## config.mk

```make
export PLATFORM = sky130hd
export DESIGN_NAME = matrix_control
export DESIGN_NICKNAME = d
export VERILOG_FILES = /design/src/logic/matrix_pkg.sv /design/src/logic/matrix_control.sv /design/src/logic/display_settings.sv /design/src/logic/ram_write_mux.sv /design/src/logic/panel_blanker.sv /design/src/logic/pixel_writer.sv /design/src/logic/command_decoder.sv
export SDC_FILE = /design/constraint.sdc
export NUM_CORES = 1
export LEC_CHECK = 0
export ABC_AREA = 1
export BUFFER_PORTS_ARGS = -buffer_cell sky130_fd_sc_hd__buf_2
export CAP_MARGIN = 20
export CORE_MARGIN = 5
export CORE_UTILIZATION = 58
export DETAILED_ROUTE_END_ITERATION = 16
export GPL_ROUTABILITY_DRIVEN = 0
export PLACE_DENSITY = 0.89
export SLEW_MARGIN = 5
export SYNTH_ARGS = -nofsm -noshare
export SYNTH_HDL_FRONTEND = slang
export SYNTH_SLANG_ARGS = --single-unit
```

## constraint.sdc

```tcl
create_clock -name clk_in -period 2.9 [get_ports clk_in]
set_clock_uncertainty 0.2 [all_clocks]
set_input_delay 0.87 -clock clk_in [delete_from_list [all_inputs] [get_ports clk_in]]
set_output_delay 0.87 -clock clk_in [all_outputs]
set_load 0.05 [all_outputs]
```

## src/logic/matrix_pkg.sv

```systemverilog
`default_nettype none

package matrix_pkg;

    // 64x32 panel, two bytes per pixel
    localparam int row_bits = 5;
    localparam int col_bits = 6;
    localparam int byte_sel_bits = 1;
    localparam int addr_bits = row_bits + col_bits + byte_sel_bits;
    localparam int mem_depth = 1 << addr_bits;

    localparam int brightness_levels = 6;

    typedef struct packed {
        logic [row_bits-1:0] row;
        logic [col_bits-1:0] col;
        logic [byte_sel_bits-1:0] byte_sel;
    } ram_addr_t;

    typedef logic [brightness_levels-1:0] brightness_t;

    typedef enum logic [2:0] {
        st_idle,
        st_bright_arg,
        st_pixel_row,
        st_pixel_col,
        st_pixel_first,
        st_pixel_second,
        st_pixel_write,
        st_blank
    } cmd_state_t;

    // command bytes, ascii
    localparam logic [7:0] cmd_red_on = "R";
    localparam logic [7:0] cmd_red_off = "r";
    localparam logic [7:0] cmd_green_on = "G";
    localparam logic [7:0] cmd_green_off = "g";
    localparam logic [7:0] cmd_blue_on = "B";
    localparam logic [7:0] cmd_blue_off = "b";
    localparam logic [7:0] cmd_bright_clear = "0";
    localparam logic [7:0] cmd_toggle_1 = "1";
    localparam logic [7:0] cmd_toggle_2 = "2";
    localparam logic [7:0] cmd_toggle_3 = "3";
    localparam logic [7:0] cmd_toggle_4 = "4";
    localparam logic [7:0] cmd_toggle_5 = "5";
    localparam logic [7:0] cmd_toggle_6 = "6";
    localparam logic [7:0] cmd_bright_set = "9";
    localparam logic [7:0] cmd_bright_load = "T";
    localparam logic [7:0] cmd_pixel = "P";
    localparam logic [7:0] cmd_blank = "Z";

endpackage

`default_nettype wire
```

## src/logic/matrix_control.sv

```systemverilog
`timescale 1ns/1ps
`default_nettype none

module matrix_control (
    input  wire logic clk_in,
    input  wire logic reset,
    input  wire logic [7:0] data_rx,
    input  wire logic data_ready_n,
    output logic ready_for_data,
    output logic busy,
    output logic [matrix_pkg::addr_bits-1:0] ram_address,
    output logic [7:0] ram_data_out,
    output logic ram_write_enable,
    output logic [2:0] rgb_enable,
    output matrix_pkg::brightness_t brightness_enable
);

    logic [2:0] rgb_set;
    logic [2:0] rgb_clear;
    matrix_pkg::brightness_t bright_toggle;
    logic bright_clear;
    logic bright_set;
    logic bright_load;
    matrix_pkg::brightness_t bright_value;

    logic pixel_start;
    logic pixel_done;
    logic [matrix_pkg::row_bits-1:0] pixel_row;
    logic [matrix_pkg::col_bits-1:0] pixel_col;
    logic [7:0] pixel_first;
    logic [7:0] pixel_second;

    logic pix_wr_enable;
    logic [matrix_pkg::row_bits-1:0] pix_wr_row;
    logic [matrix_pkg::col_bits-1:0] pix_wr_col;
    logic [matrix_pkg::byte_sel_bits-1:0] pix_wr_byte_sel;
    logic [7:0] pix_wr_data;

    logic blank_start;
    logic blank_done;
    logic blank_wr_enable;
    matrix_pkg::ram_addr_t blank_wr_addr;

    command_decoder u_decoder (
        .clk_in(clk_in),
        .reset(reset),
        .data_rx(data_rx),
        .data_ready_n(data_ready_n),
        .pixel_done(pixel_done),
        .blank_done(blank_done),
        .ready_for_data(ready_for_data),
        .busy(busy),
        .rgb_set(rgb_set),
        .rgb_clear(rgb_clear),
        .bright_toggle(bright_toggle),
        .bright_clear(bright_clear),
        .bright_set(bright_set),
        .bright_load(bright_load),
        .bright_value(bright_value),
        .pixel_start(pixel_start),
        .pixel_row(pixel_row),
        .pixel_col(pixel_col),
        .pixel_first(pixel_first),
        .pixel_second(pixel_second),
        .blank_start(blank_start)
    );

    pixel_writer u_pixel (
        .clk_in(clk_in),
        .reset(reset),
        .pixel_start(pixel_start),
        .pixel_row(pixel_row),
        .pixel_col(pixel_col),
        .pixel_first(pixel_first),
        .pixel_second(pixel_second),
        .wr_enable(pix_wr_enable),
        .wr_row(pix_wr_row),
        .wr_col(pix_wr_col),
        .wr_byte_sel(pix_wr_byte_sel),
        .wr_data(pix_wr_data),
        .pixel_done(pixel_done)
    );

    panel_blanker u_blanker (
        .clk_in(clk_in),
        .reset(reset),
        .blank_start(blank_start),
        .wr_enable(blank_wr_enable),
        .wr_addr(blank_wr_addr),
        .blank_done(blank_done)
    );

    ram_write_mux u_mux (
        .pixel_wr_enable(pix_wr_enable),
        .pixel_row(pix_wr_row),
        .pixel_col(pix_wr_col),
        .pixel_byte_sel(pix_wr_byte_sel),
        .pixel_data(pix_wr_data),
        .blank_wr_enable(blank_wr_enable),
        .blank_addr(blank_wr_addr),
        .ram_address(ram_address),
        .ram_data_out(ram_data_out),
        .ram_write_enable(ram_write_enable)
    );

    display_settings u_settings (
        .clk_in(clk_in),
        .reset(reset),
        .rgb_set(rgb_set),
        .rgb_clear(rgb_clear),
        .bright_toggle(bright_toggle),
        .bright_clear(bright_clear),
        .bright_set(bright_set),
        .bright_load(bright_load),
        .bright_value(bright_value),
        .rgb_enable(rgb_enable),
        .brightness_enable(brightness_enable)
    );

endmodule

`default_nettype wire

```

## src/logic/display_settings.sv

```systemverilog
`timescale 1ns/1ps
`default_nettype none

module display_settings (
    input  wire logic clk_in,
    input  wire logic reset,
    input  wire logic [2:0] rgb_set,
    input  wire logic [2:0] rgb_clear,
    input  wire matrix_pkg::brightness_t bright_toggle,
    input  wire logic bright_clear,
    input  wire logic bright_set,
    input  wire logic bright_load,
    input  wire matrix_pkg::brightness_t bright_value,
    output logic [2:0] rgb_enable,
    output matrix_pkg::brightness_t brightness_enable
);

    matrix_pkg::brightness_t bright_next;

    always_comb begin
        // load wins, then clear or set, then toggle
        if (bright_load) begin
            bright_next = bright_value;
        end else if (bright_clear) begin
            bright_next = '0;
        end else if (bright_set) begin
            bright_next = '1;
        end else begin
            bright_next = brightness_enable ^ bright_toggle;
        end
    end

    always_ff @(posedge clk_in or posedge reset) begin
        if (reset) begin
            rgb_enable <= 3'b111;
            brightness_enable <= '1;
        end else begin
            rgb_enable <= (rgb_enable | rgb_set) & ~rgb_clear;
            brightness_enable <= bright_next;
        end
    end

endmodule

`default_nettype wire

```

## src/logic/ram_write_mux.sv

```systemverilog
`timescale 1ns/1ps
`default_nettype none

module ram_write_mux (
    input  wire logic pixel_wr_enable,
    input  wire logic [matrix_pkg::row_bits-1:0] pixel_row,
    input  wire logic [matrix_pkg::col_bits-1:0] pixel_col,
    input  wire logic [matrix_pkg::byte_sel_bits-1:0] pixel_byte_sel,
    input  wire logic [7:0] pixel_data,
    input  wire logic blank_wr_enable,
    input  wire matrix_pkg::ram_addr_t blank_addr,
    output logic [matrix_pkg::addr_bits-1:0] ram_address,
    output logic [7:0] ram_data_out,
    output logic ram_write_enable
);

    logic [matrix_pkg::addr_bits-1:0] pixel_address;
    logic [matrix_pkg::addr_bits-1:0] blank_address;

    // byte select is inverted, so the first colour byte lands at the even address
    assign pixel_address = {pixel_row, pixel_col, ~pixel_byte_sel};
    assign blank_address = {blank_addr.row, blank_addr.col, ~blank_addr.byte_sel};

    always_comb begin
        if (pixel_wr_enable) begin
            ram_address = pixel_address;
            ram_data_out = pixel_data;
        end else begin
            ram_address = blank_address;
            ram_data_out = 8'h00;
        end
    end

    assign ram_write_enable = pixel_wr_enable | blank_wr_enable;

    // decoder must never run both writers at once
    always_comb begin
        assert final (!(pixel_wr_enable && blank_wr_enable))
            else $error("ram_write_mux: pixel and blank writers active together");
    end

endmodule

`default_nettype wire

```

## src/logic/panel_blanker.sv

```systemverilog
`timescale 1ns/1ps
`default_nettype none

module panel_blanker (
    input  wire logic clk_in,
    input  wire logic reset,
    input  wire logic blank_start,
    output logic wr_enable,
    output matrix_pkg::ram_addr_t wr_addr,
    output logic blank_done
);

    logic [matrix_pkg::addr_bits-1:0] count;
    logic active;
    logic last_addr;

    assign last_addr = (count == matrix_pkg::addr_bits'(matrix_pkg::mem_depth - 1));

    always_ff @(posedge clk_in or posedge reset) begin
        if (reset) begin
            active <= 1'b0;
            count <= '0;
        end else if (blank_start) begin
            active <= 1'b1;
            count <= '0;
        end else if (active) begin
            // counter wraps back to zero after the last address
            if (last_addr) active <= 1'b0;
            count <= count + 1'b1;
        end
    end

    assign wr_enable = active;
    assign wr_addr = count;
    assign blank_done = active & last_addr;

endmodule

`default_nettype wire

```

## src/logic/pixel_writer.sv

```systemverilog
`timescale 1ns/1ps
`default_nettype none

module pixel_writer (
    input  wire logic clk_in,
    input  wire logic reset,
    input  wire logic pixel_start,
    input  wire logic [matrix_pkg::row_bits-1:0] pixel_row,
    input  wire logic [matrix_pkg::col_bits-1:0] pixel_col,
    input  wire logic [7:0] pixel_first,
    input  wire logic [7:0] pixel_second,
    output logic wr_enable,
    output logic [matrix_pkg::row_bits-1:0] wr_row,
    output logic [matrix_pkg::col_bits-1:0] wr_col,
    output logic [matrix_pkg::byte_sel_bits-1:0] wr_byte_sel,
    output logic [7:0] wr_data,
    output logic pixel_done
);

    logic write_first;
    logic write_second;

    // two-step sequencer
    always_ff @(posedge clk_in or posedge reset) begin
        if (reset) begin
            write_first <= 1'b0;
            write_second <= 1'b0;
        end else begin
            write_first <= pixel_start;
            write_second <= write_first;
        end
    end

    assign wr_enable = write_first | write_second;
    assign wr_row = pixel_row;
    assign wr_col = pixel_col;

    // first colour byte is the high byte of the pixel
    assign wr_byte_sel = write_first ? 1'b1 : 1'b0;
    assign wr_data = write_first ? pixel_first : pixel_second;
    assign pixel_done = write_second;

    assert property (@(posedge clk_in) disable iff (reset)
                     pixel_start |-> !(write_first || write_second))
        else $error("pixel_writer: pixel_start during a write in progress");

endmodule

`default_nettype wire

```

## src/logic/command_decoder.sv

```systemverilog
`timescale 1ns/1ps
`default_nettype none

module command_decoder (
    input  wire logic clk_in,
    input  wire logic reset,
    input  wire logic [7:0] data_rx,
    input  wire logic data_ready_n,
    input  wire logic pixel_done,
    input  wire logic blank_done,
    output logic ready_for_data,
    output logic busy,
    output logic [2:0] rgb_set,
    output logic [2:0] rgb_clear,
    output matrix_pkg::brightness_t bright_toggle,
    output logic bright_clear,
    output logic bright_set,
    output logic bright_load,
    output matrix_pkg::brightness_t bright_value,
    output logic pixel_start,
    output logic [matrix_pkg::row_bits-1:0] pixel_row,
    output logic [matrix_pkg::col_bits-1:0] pixel_col,
    output logic [7:0] pixel_first,
    output logic [7:0] pixel_second,
    output logic blank_start
);

    matrix_pkg::cmd_state_t state;
    logic [7:0] data_latch;
    logic byte_valid;
    logic accept;
    logic entering_write;

    assign accept = ~data_ready_n & ready_for_data;

    // hold the host off as soon as the pending byte starts a write
    assign entering_write = byte_valid &&
        ((state == matrix_pkg::st_pixel_second) ||
         (state == matrix_pkg::st_idle && data_latch == matrix_pkg::cmd_blank));

    assign ready_for_data = !(state == matrix_pkg::st_pixel_write ||
                              state == matrix_pkg::st_blank || entering_write);
    assign busy = (state != matrix_pkg::st_idle);

    always_ff @(posedge clk_in) begin
        if (accept) begin
            data_latch <= data_rx;
        end
    end

    always_ff @(posedge clk_in or posedge reset) begin
        if (reset) begin
            state <= matrix_pkg::st_idle;
            byte_valid <= 1'b0;
            rgb_set <= '0;
            rgb_clear <= '0;
            bright_toggle <= '0;
            bright_clear <= 1'b0;
            bright_set <= 1'b0;
            bright_load <= 1'b0;
            pixel_start <= 1'b0;
            blank_start <= 1'b0;
        end else begin
            byte_valid <= accept;
            rgb_set <= '0;
            rgb_clear <= '0;
            bright_toggle <= '0;
            bright_clear <= 1'b0;
            bright_set <= 1'b0;
            bright_load <= 1'b0;
            pixel_start <= 1'b0;
            blank_start <= 1'b0;
            case (state)
                matrix_pkg::st_idle: begin
                    if (byte_valid) begin
                        case (data_latch)
                            matrix_pkg::cmd_red_on: rgb_set <= 3'b001;
                            matrix_pkg::cmd_red_off: rgb_clear <= 3'b001;
                            matrix_pkg::cmd_green_on: rgb_set <= 3'b010;
                            matrix_pkg::cmd_green_off: rgb_clear <= 3'b010;
                            matrix_pkg::cmd_blue_on: rgb_set <= 3'b100;
                            matrix_pkg::cmd_blue_off: rgb_clear <= 3'b100;
                            // digit 1 is the top brightness bit
                            matrix_pkg::cmd_toggle_1: bright_toggle <= 6'b100000;
                            matrix_pkg::cmd_toggle_2: bright_toggle <= 6'b010000;
                            matrix_pkg::cmd_toggle_3: bright_toggle <= 6'b001000;
                            matrix_pkg::cmd_toggle_4: bright_toggle <= 6'b000100;
                            matrix_pkg::cmd_toggle_5: bright_toggle <= 6'b000010;
                            matrix_pkg::cmd_toggle_6: bright_toggle <= 6'b000001;
                            matrix_pkg::cmd_bright_clear: bright_clear <= 1'b1;
                            matrix_pkg::cmd_bright_set: bright_set <= 1'b1;
                            matrix_pkg::cmd_bright_load: state <= matrix_pkg::st_bright_arg;
                            matrix_pkg::cmd_pixel: state <= matrix_pkg::st_pixel_row;
                            matrix_pkg::cmd_blank: begin
                                state <= matrix_pkg::st_blank;
                                blank_start <= 1'b1;
                            end
                            default: state <= matrix_pkg::st_idle;
                        endcase
                    end
                end
                matrix_pkg::st_bright_arg: begin
                    if (byte_valid) begin
                        bright_load <= 1'b1;
                        state <= matrix_pkg::st_idle;
                    end
                end
                matrix_pkg::st_pixel_row: begin
                    if (byte_valid) state <= matrix_pkg::st_pixel_col;
                end
                matrix_pkg::st_pixel_col: begin
                    if (byte_valid) state <= matrix_pkg::st_pixel_first;
                end
                matrix_pkg::st_pixel_first: begin
                    if (byte_valid) state <= matrix_pkg::st_pixel_second;
                end
                matrix_pkg::st_pixel_second: begin
                    if (byte_valid) begin
                        pixel_start <= 1'b1;
                        state <= matrix_pkg::st_pixel_write;
                    end
                end
                matrix_pkg::st_pixel_write: begin
                    if (pixel_done) state <= matrix_pkg::st_idle;
                end
                matrix_pkg::st_blank: begin
                    if (blank_done) state <= matrix_pkg::st_idle;
                end
                default: state <= matrix_pkg::st_idle;
            endcase
        end
    end

    // argument bytes
    always_ff @(posedge clk_in) begin
        if (byte_valid) begin
            case (state)
                matrix_pkg::st_bright_arg: bright_value <= data_latch[5:0];
                matrix_pkg::st_pixel_row: pixel_row <= data_latch[4:0];
                matrix_pkg::st_pixel_col: pixel_col <= data_latch[5:0];
                matrix_pkg::st_pixel_first: pixel_first <= data_latch;
                matrix_pkg::st_pixel_second: pixel_second <= data_latch;
                default: ;
            endcase
        end
    end

    // a byte never lands in a state that would drop it
    assert property (@(posedge clk_in) disable iff (reset)
                     byte_valid |-> !(state == matrix_pkg::st_pixel_write ||
                                      state == matrix_pkg::st_blank))
        else $error("command_decoder: byte accepted while a write was running");

endmodule

`default_nettype wire

```

==> After elaboration in Yosys (flattened, before gate mapping) <==
Index checks and enable logic that the tools add are counted.
{ "totals": {"reg_bits": 86, "word_cells": 127} }
{ "classes": {"n_addsub": 1, "eq_ne": 34, "mux": 43, "n_bitwise": 11, "n_reduce_logical": 16} }
{ "ops": {"columns": ["op", "count"], "rows": [
  ["8-bit by 7-bit == test with 1-bit output (second input constant)", 9],
  ["8-bit by 6-bit == test with 1-bit output (second input constant)", 8],
  ["12-bit 2-to-1 mux", 3],
  ["3-bit 2-to-1 mux", 12],
  ["6-bit case mux with 6 select lines", 1],
  ["6-bit 2-to-1 mux", 5],
  ["3-bit case mux with 8 select lines", 1],
  ["3-bit case mux with 3 select lines", 2],
  ["1-bit 2-to-1 mux", 16],
  ["8-bit 2-to-1 mux", 2],
  ["2-bit by 1-bit inequality test with 1-bit output (second input constant)", 7],
  ["14-bit OR reduction", 1],
  ["12-bit by 1-bit adder with 12-bit output (second input constant)", 1],
  ["12-bit == test (second input constant)", 1],
  ["3-bit == test (second input constant)", 4],
  ["3-bit case mux with 4 select lines", 1],
  ["2-bit AND reduction", 5],
  ["9-bit AND reduction", 1],
  ["3-bit by 2-bit == test with 1-bit output (second input constant)", 2],
  ["6-bit XOR", 1],
  ["2-bit inequality test (second input constant)", 2],
  ["3-bit AND", 1],
  ["3-bit by 1-bit == test with 1-bit output (second input constant)", 1],
  ["3-bit zero test", 1],
  ["10 further kinds", 17]
]} }

==> Depth between registers and ports, before layout <==
Gate-level depths: netlist of the first run.
{ "depth": {"word_depth": 7, "ltp_mapped": 11, "ltp_nobuf": 11} }

==> Hierarchy <==
Synthesis of the first run repeated with hierarchy kept, for this count alone.
{ "unflattened": {"hier_cells": 446, "area_unflattened_um2": 3985.1} }
{ "modules_own_cells": {"columns": ["mod", "n_inst", "cells_per_inst", "area_per_inst_um2", "seq_area_each_um2"], "rows": [
  ["command_decoder", 1, 178, 2258.4, 1756.7],
  ["panel_blanker", 1, 102, 774.5, 325.3],
  ["display_settings", 1, 66, 465.4, 236.5],
  ["pixel_writer", 1, 41, 247.7, 50.0],
  ["ram_write_mux", 1, 59, 239.0, 0.0]
]} }

==> Worst setup path after synthesis of the first run <==
Ideal clock, no wire load.
{ "synth_timing": {"path_kind": "reg2out", "startpoint": "register u_pixel.write_second (netlist: u_pixel.pixel_done)", "endpoint": "output ram_address[10] in the netlist's numbering", "t_arrival_ps": 1733, "t_required_ps": 1830, "slack_ps": 97, "path_stages_with_launch": 6, "path_cell_list": "dfrtp_1 -> buf_2 -> nor2_1 -> clkbuf_1 -> nor2_1 -> a21oi_1"} }
{ "synth_between": {"elab_chain_len": 2} }
{ "synth_rtl": {"columns": ["item", "line", "text"], "rows": [
  ["start, declared", "pixel_writer.sv:21", "logic write_second;"],
  ["start signal, assigned", "pixel_writer.sv:30", "write_second <= write_first;"],
  ["1-bit OR", "pixel_writer.sv:34", "assign wr_enable = write_first | write_second;"],
  ["12-bit 2-to-1 mux", "ram_write_mux.sv:25", "if (pixel_wr_enable) begin"],
  ["end, declared", "matrix_control.sv:11", "output logic [matrix_pkg::addr_bits-1:0] ram_address,"]
]} }
No other way between the ends.

==> Worst setup path in the final report of the first run <==
{ "layout_timing": {"startpoint": "register u_pixel.write_second (netlist: u_pixel.pixel_done)", "endpoint": "output ram_address[3] in the netlist's numbering"} }
The elaborated chain is that of the path after synthesis.

==> results.tsv, run 1 <==
metric	value	unit
initial antenna violation count	0	
largest net degree at the start of global routing	46	
cells after synthesis	367	
ys async rst share	52.3	%
site row count	29	
Area Growth Syn to Fin	16.5	%
CP peak stage delay	0.50	ns
core area	6280	sq um
Worst Path Buf+Inv	2	
RSZ-0062 raised after global routing	no	
synthesized net count	379	
H-tree depth	3	
post-route ant nets	0	
die area	8090	sq um
DR WL/cell	14.9	microns
# DRC	0	
crit start category	register	
Slew Limit Headroom	41.2	%
Worst IR Drop VDD	0.458	mV
CTS tree	done	
io pins	43	
die width	90.0	microns
post-route setup slack	0.103	ns
Syn. warnings	0	
CTS Buf Count	9	
vias	2746	
Die H	90.0	microns
Distinct cells, synth	32	
cell area power density	794	nW/um^2
Max-Cap Viols	0	
total congestion overflow	0	
Crit Reg-Reg Startpoint	u_decoder.state[0]	
Worst Hold Class	register to register	
Final Max Slew Viols	0	
fin crit period	2.80	ns
Top Family by Delay on Critical Path	flip-flops	
crit path kind	register to primary output	
number of synthesized flops with an enable pin	41	
drt initial violations	206	
final setup fails	0	
period utilization	96.4	%
CTS Hold Bufs	0	
Post-Place Setup Slack	0.331	ns
crit-path max FO	11	
crit end category	primary output	
Critical Path Stages	4	
drt first pass iters	5	
first-pass GRT wire length	12500	microns
status	complete, no violations	
clock latency on the worst-skew pair	0.35	ns
worst hold margin	0.155	ns
WP data required	1.83	ns
WP data arrival	1.73	ns
Seq/Total Area, Yosys	63.9	%
slowest cell on the critical path	dfrtp_2	
r2r endpoint	u_decoder.data_latch[3]	
ant diodes	0	
Seq cells post-synth	86	
clock slew at reported path FFs	0.08	ns
top_reg_cell synth	edfxtp_1	
vias in the first global route	2663	
CTS Root Cell	clkbuf_8	
synthesized area per cell	10.1	sq um
Starting Density	59.1	%
PortBufs	42	
drt total wl	7580	microns
r2r worst-path depth	7	
Total Routing Usage GR	19.5	%
share of layout cells above drive strength 1	26.0	%
nets	438	
CTS Sinks	86	
Worst Setup EP	ram_address[3]	
dpl hpwl	5200	microns
reg2reg setup slack	0.81	ns
count of final hold-check violations	0	
worst setup path startpoint	u_pixel.pixel_done	
commonest non-fill, non-tap cells in the layout	70 x nor2_1, 63 x nand2_1, 41 x edfxtp_1	
Post-Syn Area	3710	sq um
clk buf depth	2	
Cell Chain, Critical Path	nor2_4, buf_6, mux2_2, buf_2	
most common cell after layout, fill and taps aside	nor2_1	
fmax	0.358	GHz
vias per cell	5.41	
worst slew pin tran	0.875	ns
Hold Startpoint	u_decoder.rgb_clear[1]	
setup_tns	0	ns
P_leak	1.97	nW
flip-flops by register name (all words and copies together) (netlist names), 3 cells and up:
name                          count
u_decoder.bright_value            6
u_settings.rgb_enable             3
u_decoder.pixel_col               6
u_decoder.data_latch              8
u_decoder.state                   3
u_decoder.rgb_clear               3
u_decoder.pixel_first             8
u_blanker.wr_addr                12
u_decoder.pixel_row               5
u_decoder.pixel_second            8
u_decoder.rgb_set                 3
u_settings.brightness_enable      6
u_decoder.bright_toggle           6
cell families after synthesis:
logic type	synth area share, %
AOI/OAI and AO/OA	7.39
xor gates and xnor gates	1.42
adders and majority gates	0.337
buffers and inverters	3.91
DFF	63.9
muxes	0.911
and+or+nand+nor	22.1
worst min-delay path by stage:
stage	end	cells past startpoint
6_report	u_settings.rgb_enable[1]	1
5_1_grt	u_settings.rgb_enable[0]	1
4_1_cts	u_settings.rgb_enable[1]	1
3_5_place_dp	u_pixel.write_first	0
3_3_place_gp	u_pixel.write_first	0
2_1_floorplan	u_pixel.write_first	0
per-layer routing:
metal	routed length (microns)	up-vias	global-route usage, %
met5	0	-	0
met4	168	0	7.32
met3	517	16	6.34
met2	3730	101	31.5
met1	3160	1297	24.5
li1	-	1332	-
where the power goes:
| part | switching [mW] | total (mW) | leakage [nW] | internal, mW |
|---|---|---|---|---|
| clock | 0.411 | 0.802 | 0.0964 | 0.391 |
| sequential | 0.116 | 1.59 | 0.959 | 1.47 |
| combinational | 0.777 | 1.04 | 0.910 | 0.260 |
metrics by stage:
step | utilization (%) | area (sq um) | std cells | total power [mW]
2_1_floorplan | - | 3710 | 367 | 2.37
3_3_place_gp | 64.5 | 4050 | 486 | 2.57
3_5_place_dp | 64.5 | 4050 | 486 | 2.61
4_1_cts | 67.8 | 4260 | 503 | 3.41
5_1_grt | 68.8 | 4320 | 508 | 3.59
6_report | 68.8 | 4320 | 508 | 3.43
cell usage after synthesis (2+ instances only):
cell / number / area (sq um)
nand2_1: 66 / 248
a21oi_1: 26 / 130
dfstp_2: 9 / 236
nor2_1: 72 / 270
nor4_1: 2 / 12.5
dfrtp_1: 36 / 901
buf_2: 2 / 10.0
nor2_4: 3 / 33.8
nor3_1: 9 / 45.0
nor2_2: 4 / 25.0
o21ai_0: 14 / 70.1
o21ai_1: 3 / 15.0
nand2_2: 7 / 43.8
inv_1: 30 / 113
nand3_1: 15 / 75.1
nand4_1: 2 / 12.5
xor2_1: 6 / 52.6
clkbuf_1: 4 / 15.0
nor3_2: 2 / 20.0
mux2_2: 3 / 33.8
edfxtp_1: 41 / 1230
worst reg2reg max path, cell delays in order (launching register included):
cell and delay, ns:
dfrtp_2 0.45, inv_1 0.16, nor2_1 0.07, nand2_1 0.12
o21ai_0 0.09, inv_1 0.08, o21ai_2 0.06, nor2_1 0.50
final cells by class:
cell class / instances / area [sq um]
clock buffer: 9 / 124
tap: 77 / 96.3
sequential: 86 / 2370
clock inverter: 7 / 65.1
fill: 439 / 1960
multi-input combinational: 244 / 1220
timing repair buffer: 55 / 329
inverter: 30 / 113
repair_timing:
item,4_1_cts,5_1_grt
gates resized for setup,5,11
pin swaps,1,2
cloned,0,1
endpoints found under the setup margin,5,10
buffers inserted,1,4
No activity file was read; power rests on OpenSTA's default activity.
==> run 2, diff against run 1 <==
--- a/config.mk
+++ b/config.mk
@@ -5,14 +5,13 @@
 export SDC_FILE = /design/constraint.sdc
 export NUM_CORES = 1
 export LEC_CHECK = 0
-export ABC_AREA = 1
 export BUFFER_PORTS_ARGS = -buffer_cell sky130_fd_sc_hd__buf_2
 export CAP_MARGIN = 20
 export CORE_MARGIN = 5
-export CORE_UTILIZATION = 58
+export CORE_UTILIZATION = 57
 export DETAILED_ROUTE_END_ITERATION = 16
 export GPL_ROUTABILITY_DRIVEN = 0
-export PLACE_DENSITY = 0.89
+export PLACE_DENSITY = 0.88
 export SLEW_MARGIN = 5
 export SYNTH_ARGS = -nofsm -noshare
 export SYNTH_HDL_FRONTEND = slang
==> run 2 against run 1 <==
Against the previous run:
- the run now ends with setup timing left
- maximum frequency decreased by 13%
- setup slack got worse by 0.42 ns
- critical path depth increased by 1
- via count decreased by 12%
- synthesized cell count decreased by 24%
- first-iteration DRC count decreased by 19%
==> results.tsv, run 2 <==
metric	value	unit	change
crit-path max FO	2		-9
crit start category	register		
vias	2405		-12%
synth cell count leaders	41 x edfxtp_1, 40 x nor2_1, 36 x dfrtp_1		
fill count	396		-9.8%
total congestion overflow	0		unchanged
count of final hold-check violations	0		unchanged
Max-Cap Viols	0		unchanged
CTS Sinks	86		unchanged
final instance area	4270	sq um	-1.3%
met1 Use GR	28.0	%	+3.5 points
site row count	28		-3.4%
RSZ-0062 raised after global routing	yes		
Total Routing Usage GR	21.5	%	+2.0 points
ys async rst share	52.3	%	unchanged
CTS Root Cell	clkbuf_8		
core area	5960	sq um	-5.1%
drt initial violations	167		-19%
crit end category	primary output		
period utilization	111	%	+14 points
post-route ant nets	0		unchanged
PortBufs	42		unchanged
P_leak	1.84	nW	-6.3%
crit path kind	register to primary output		
fin crit period	3.21	ns	+0.417 ns
Die H	88.7	microns	-1.4%
post-placement cell area	3920	sq um	-3.1%
dpl hpwl	5010	microns	-3.7%
most instantiated library cell after synthesis	edfxtp_1		
Slew Limit Headroom	48.5	%	+7.2 points
met2 usage	35.2	%	+3.7 points
CTS Hold Bufs	0		unchanged
cell area power density	956	nW/um^2	+20%
CTS tree	done		
Final Max Slew Viols	0		unchanged
clock slew at reported path FFs	0.08	ns	about the same
Seq cells post-synth	86		unchanged
commonest non-fill, non-tap cells in the layout	41 x buf_2, 41 x edfxtp_1, 40 x nor2_1		
share of layout cells above drive strength 1	31.5	%	+5.5 points
setup_tns	-0.314	ns	-0.314 ns
area leader, netlist	edfxtp_1		
final std cells w/o fill	427		-16%
Yosys top cell area share	34.9	%	+1.7 points
GR peak layer	met2		
fmax	0.311	GHz	-13%
WP data arrival	2.14	ns	+0.41 ns
dominant cells by area after synthesis	edfxtp_1 35%, dfrtp_1 26%, dfstp_2 6.7%		
cells after synthesis	278		-24%
io pins	43		unchanged
synthesized net count	290		-23%
top_reg_cell synth	edfxtp_1		
Seq/Total Area, Yosys	67.1	%	+3.2 points
Syn. warnings	0		unchanged
Area Growth Syn to Fin	20.9	%	
drt first pass iters	4		-1
vias in the first global route	2478		-6.9%
synthesized area per cell	12.7	sq um	+26%
worst slew pin tran	0.770	ns	-0.105 ns
ant diodes	0		unchanged
Inst Count DP	402		-17%
status	finished with violations		
clk buf depth	2		unchanged
nets	359		-18%
Post-Syn Area	3530	sq um	-4.8%
failing checks	setup timing		
Worst IR Drop VDD	0.680	mV	+48%
GR met3 Demand/Resource	5.49	%	-0.85 points
die width	88.7	microns	-1.4%
Distinct cells, synth	47		+47%
first-pass GRT wire length	12400	microns	-0.88%
die area	7860	sq um	-2.8%
H-tree depth	3		unchanged
drt total wl	7600	microns	+0.22%
Worst Hold Class	register to register		
DR WL/cell	17.8	microns	+19%
# DRC	0		unchanged
largest net degree at the start of global routing	46		unchanged
WP data required	1.83	ns	about the same
vias per cell	5.63		+4.2%
CTS Buf Count	9		unchanged
post-route setup slack	-0.314	ns	-0.417 ns
number of synthesized flops with an enable pin	41		unchanged
clock latency on the worst-skew pair	0.35	ns	about the same
max FFs per register	12		unchanged
initial antenna violation count	0		unchanged
final setup fails	1		+1
Starting Density	59.2	%	+0.18 points
run 2: cell count changes after synthesis, sizes merged, moves of 4 or more:
cell    change
a21oi      -22
nand2      -50
o21ai      -14
o31ai       +6
inv        -22
xnor2       +7
nand3      -11
nor2       -39
or3         +4
a22o        +8
clkbuf      +4
mux2        +8
run 2: cells by family after synthesis:
family,Yosys count,synth area share (%)
fa+ha+maj,1,0.355
simple gates,107,14.8
xor+xnor,16,3.97
mux,13,4.08
buf+inv,18,1.92
compound gates,37,7.80
flops,86,67.1
run 2: cell type report:
type	count	area (sq um)	area share, %
flip-flops and latches	86	2370	55.5
multi-input cells	174	1120	26.2
repair buffers	68	415	9.74
clock buffers	11	163	3.81
well taps	75	93.8	2.20
clock inverters	5	78.8	1.85
inverters	8	30.0	0.704
run 2: power breakdown:
group	switching, mW	internal, mW
Combinational	0.999	0.434
Sequential	0.148	1.52
Clock	0.413	0.559
run 2: final timing paths:
path | to | cells after the start | slack (ns) | startpoint
worst max-delay path | ready_for_data | 5 | -0.31 | u_decoder.data_latch[2]
worst min-delay path | u_settings.rgb_enable[1] | 1 | 0.16 | u_decoder.rgb_clear[1]
worst max register to register | u_decoder.data_latch[2] | 10 | 0.18 | u_decoder.data_latch[2]
worst min register to register | u_settings.rgb_enable[1] | 1 | 0.16 | u_decoder.rgb_clear[1]
max in group asynchronous | u_settings.rgb_enable[2] | 3 | 1.67 | reset
min in group asynchronous | u_blanker.wr_addr[6] | 3 | 0.44 | reset
run 2: repair_timing:
item,4_1_cts,5_1_grt
pin swaps,3,3
cloned,0,1
setup buffers,12,3
resized for setup,6,4
setup endpoints to repair,1,10
run 2: worst max-delay path, cell delays in order, from the launching register on:
cell      delay, ns
edfxtp_1       0.40
or4b_4         0.55
or3_4          0.36
nor3b_4        0.25
a21oi_2        0.06
buf_6          0.18
run 2: per-layer routing:
| layer | up-vias | share of wire (%) | wire length (microns) |
|---|---|---|---|
| met5 | - | 0 | 0 |
| met3 | 7 | 6.8 | 515 |
| met1 | 1163 | 41 | 3130 |
| met4 | 0 | 1.5 | 113 |
| met2 | 91 | 51 | 3840 |
| li1 | 1144 | - | - |
run 2: stage by stage:
step / power, mW / setup slack (ns) / hold slack (ns) / utilization, %
finish: 4.08 / -0.314 / 0.160 / 71.6
global route: 4.26 / -0.392 / 0.173 / 71.6
CTS: 4.07 / -0.309 / 0.155 / 71.8
detailed placement: 3.07 / -0.0327 / 0.136 / 65.9
global placement: 3.01 / 0.0493 / 0.133 / 65.9
floorplan: 2.68 / 0.0138 / 0.131 / -
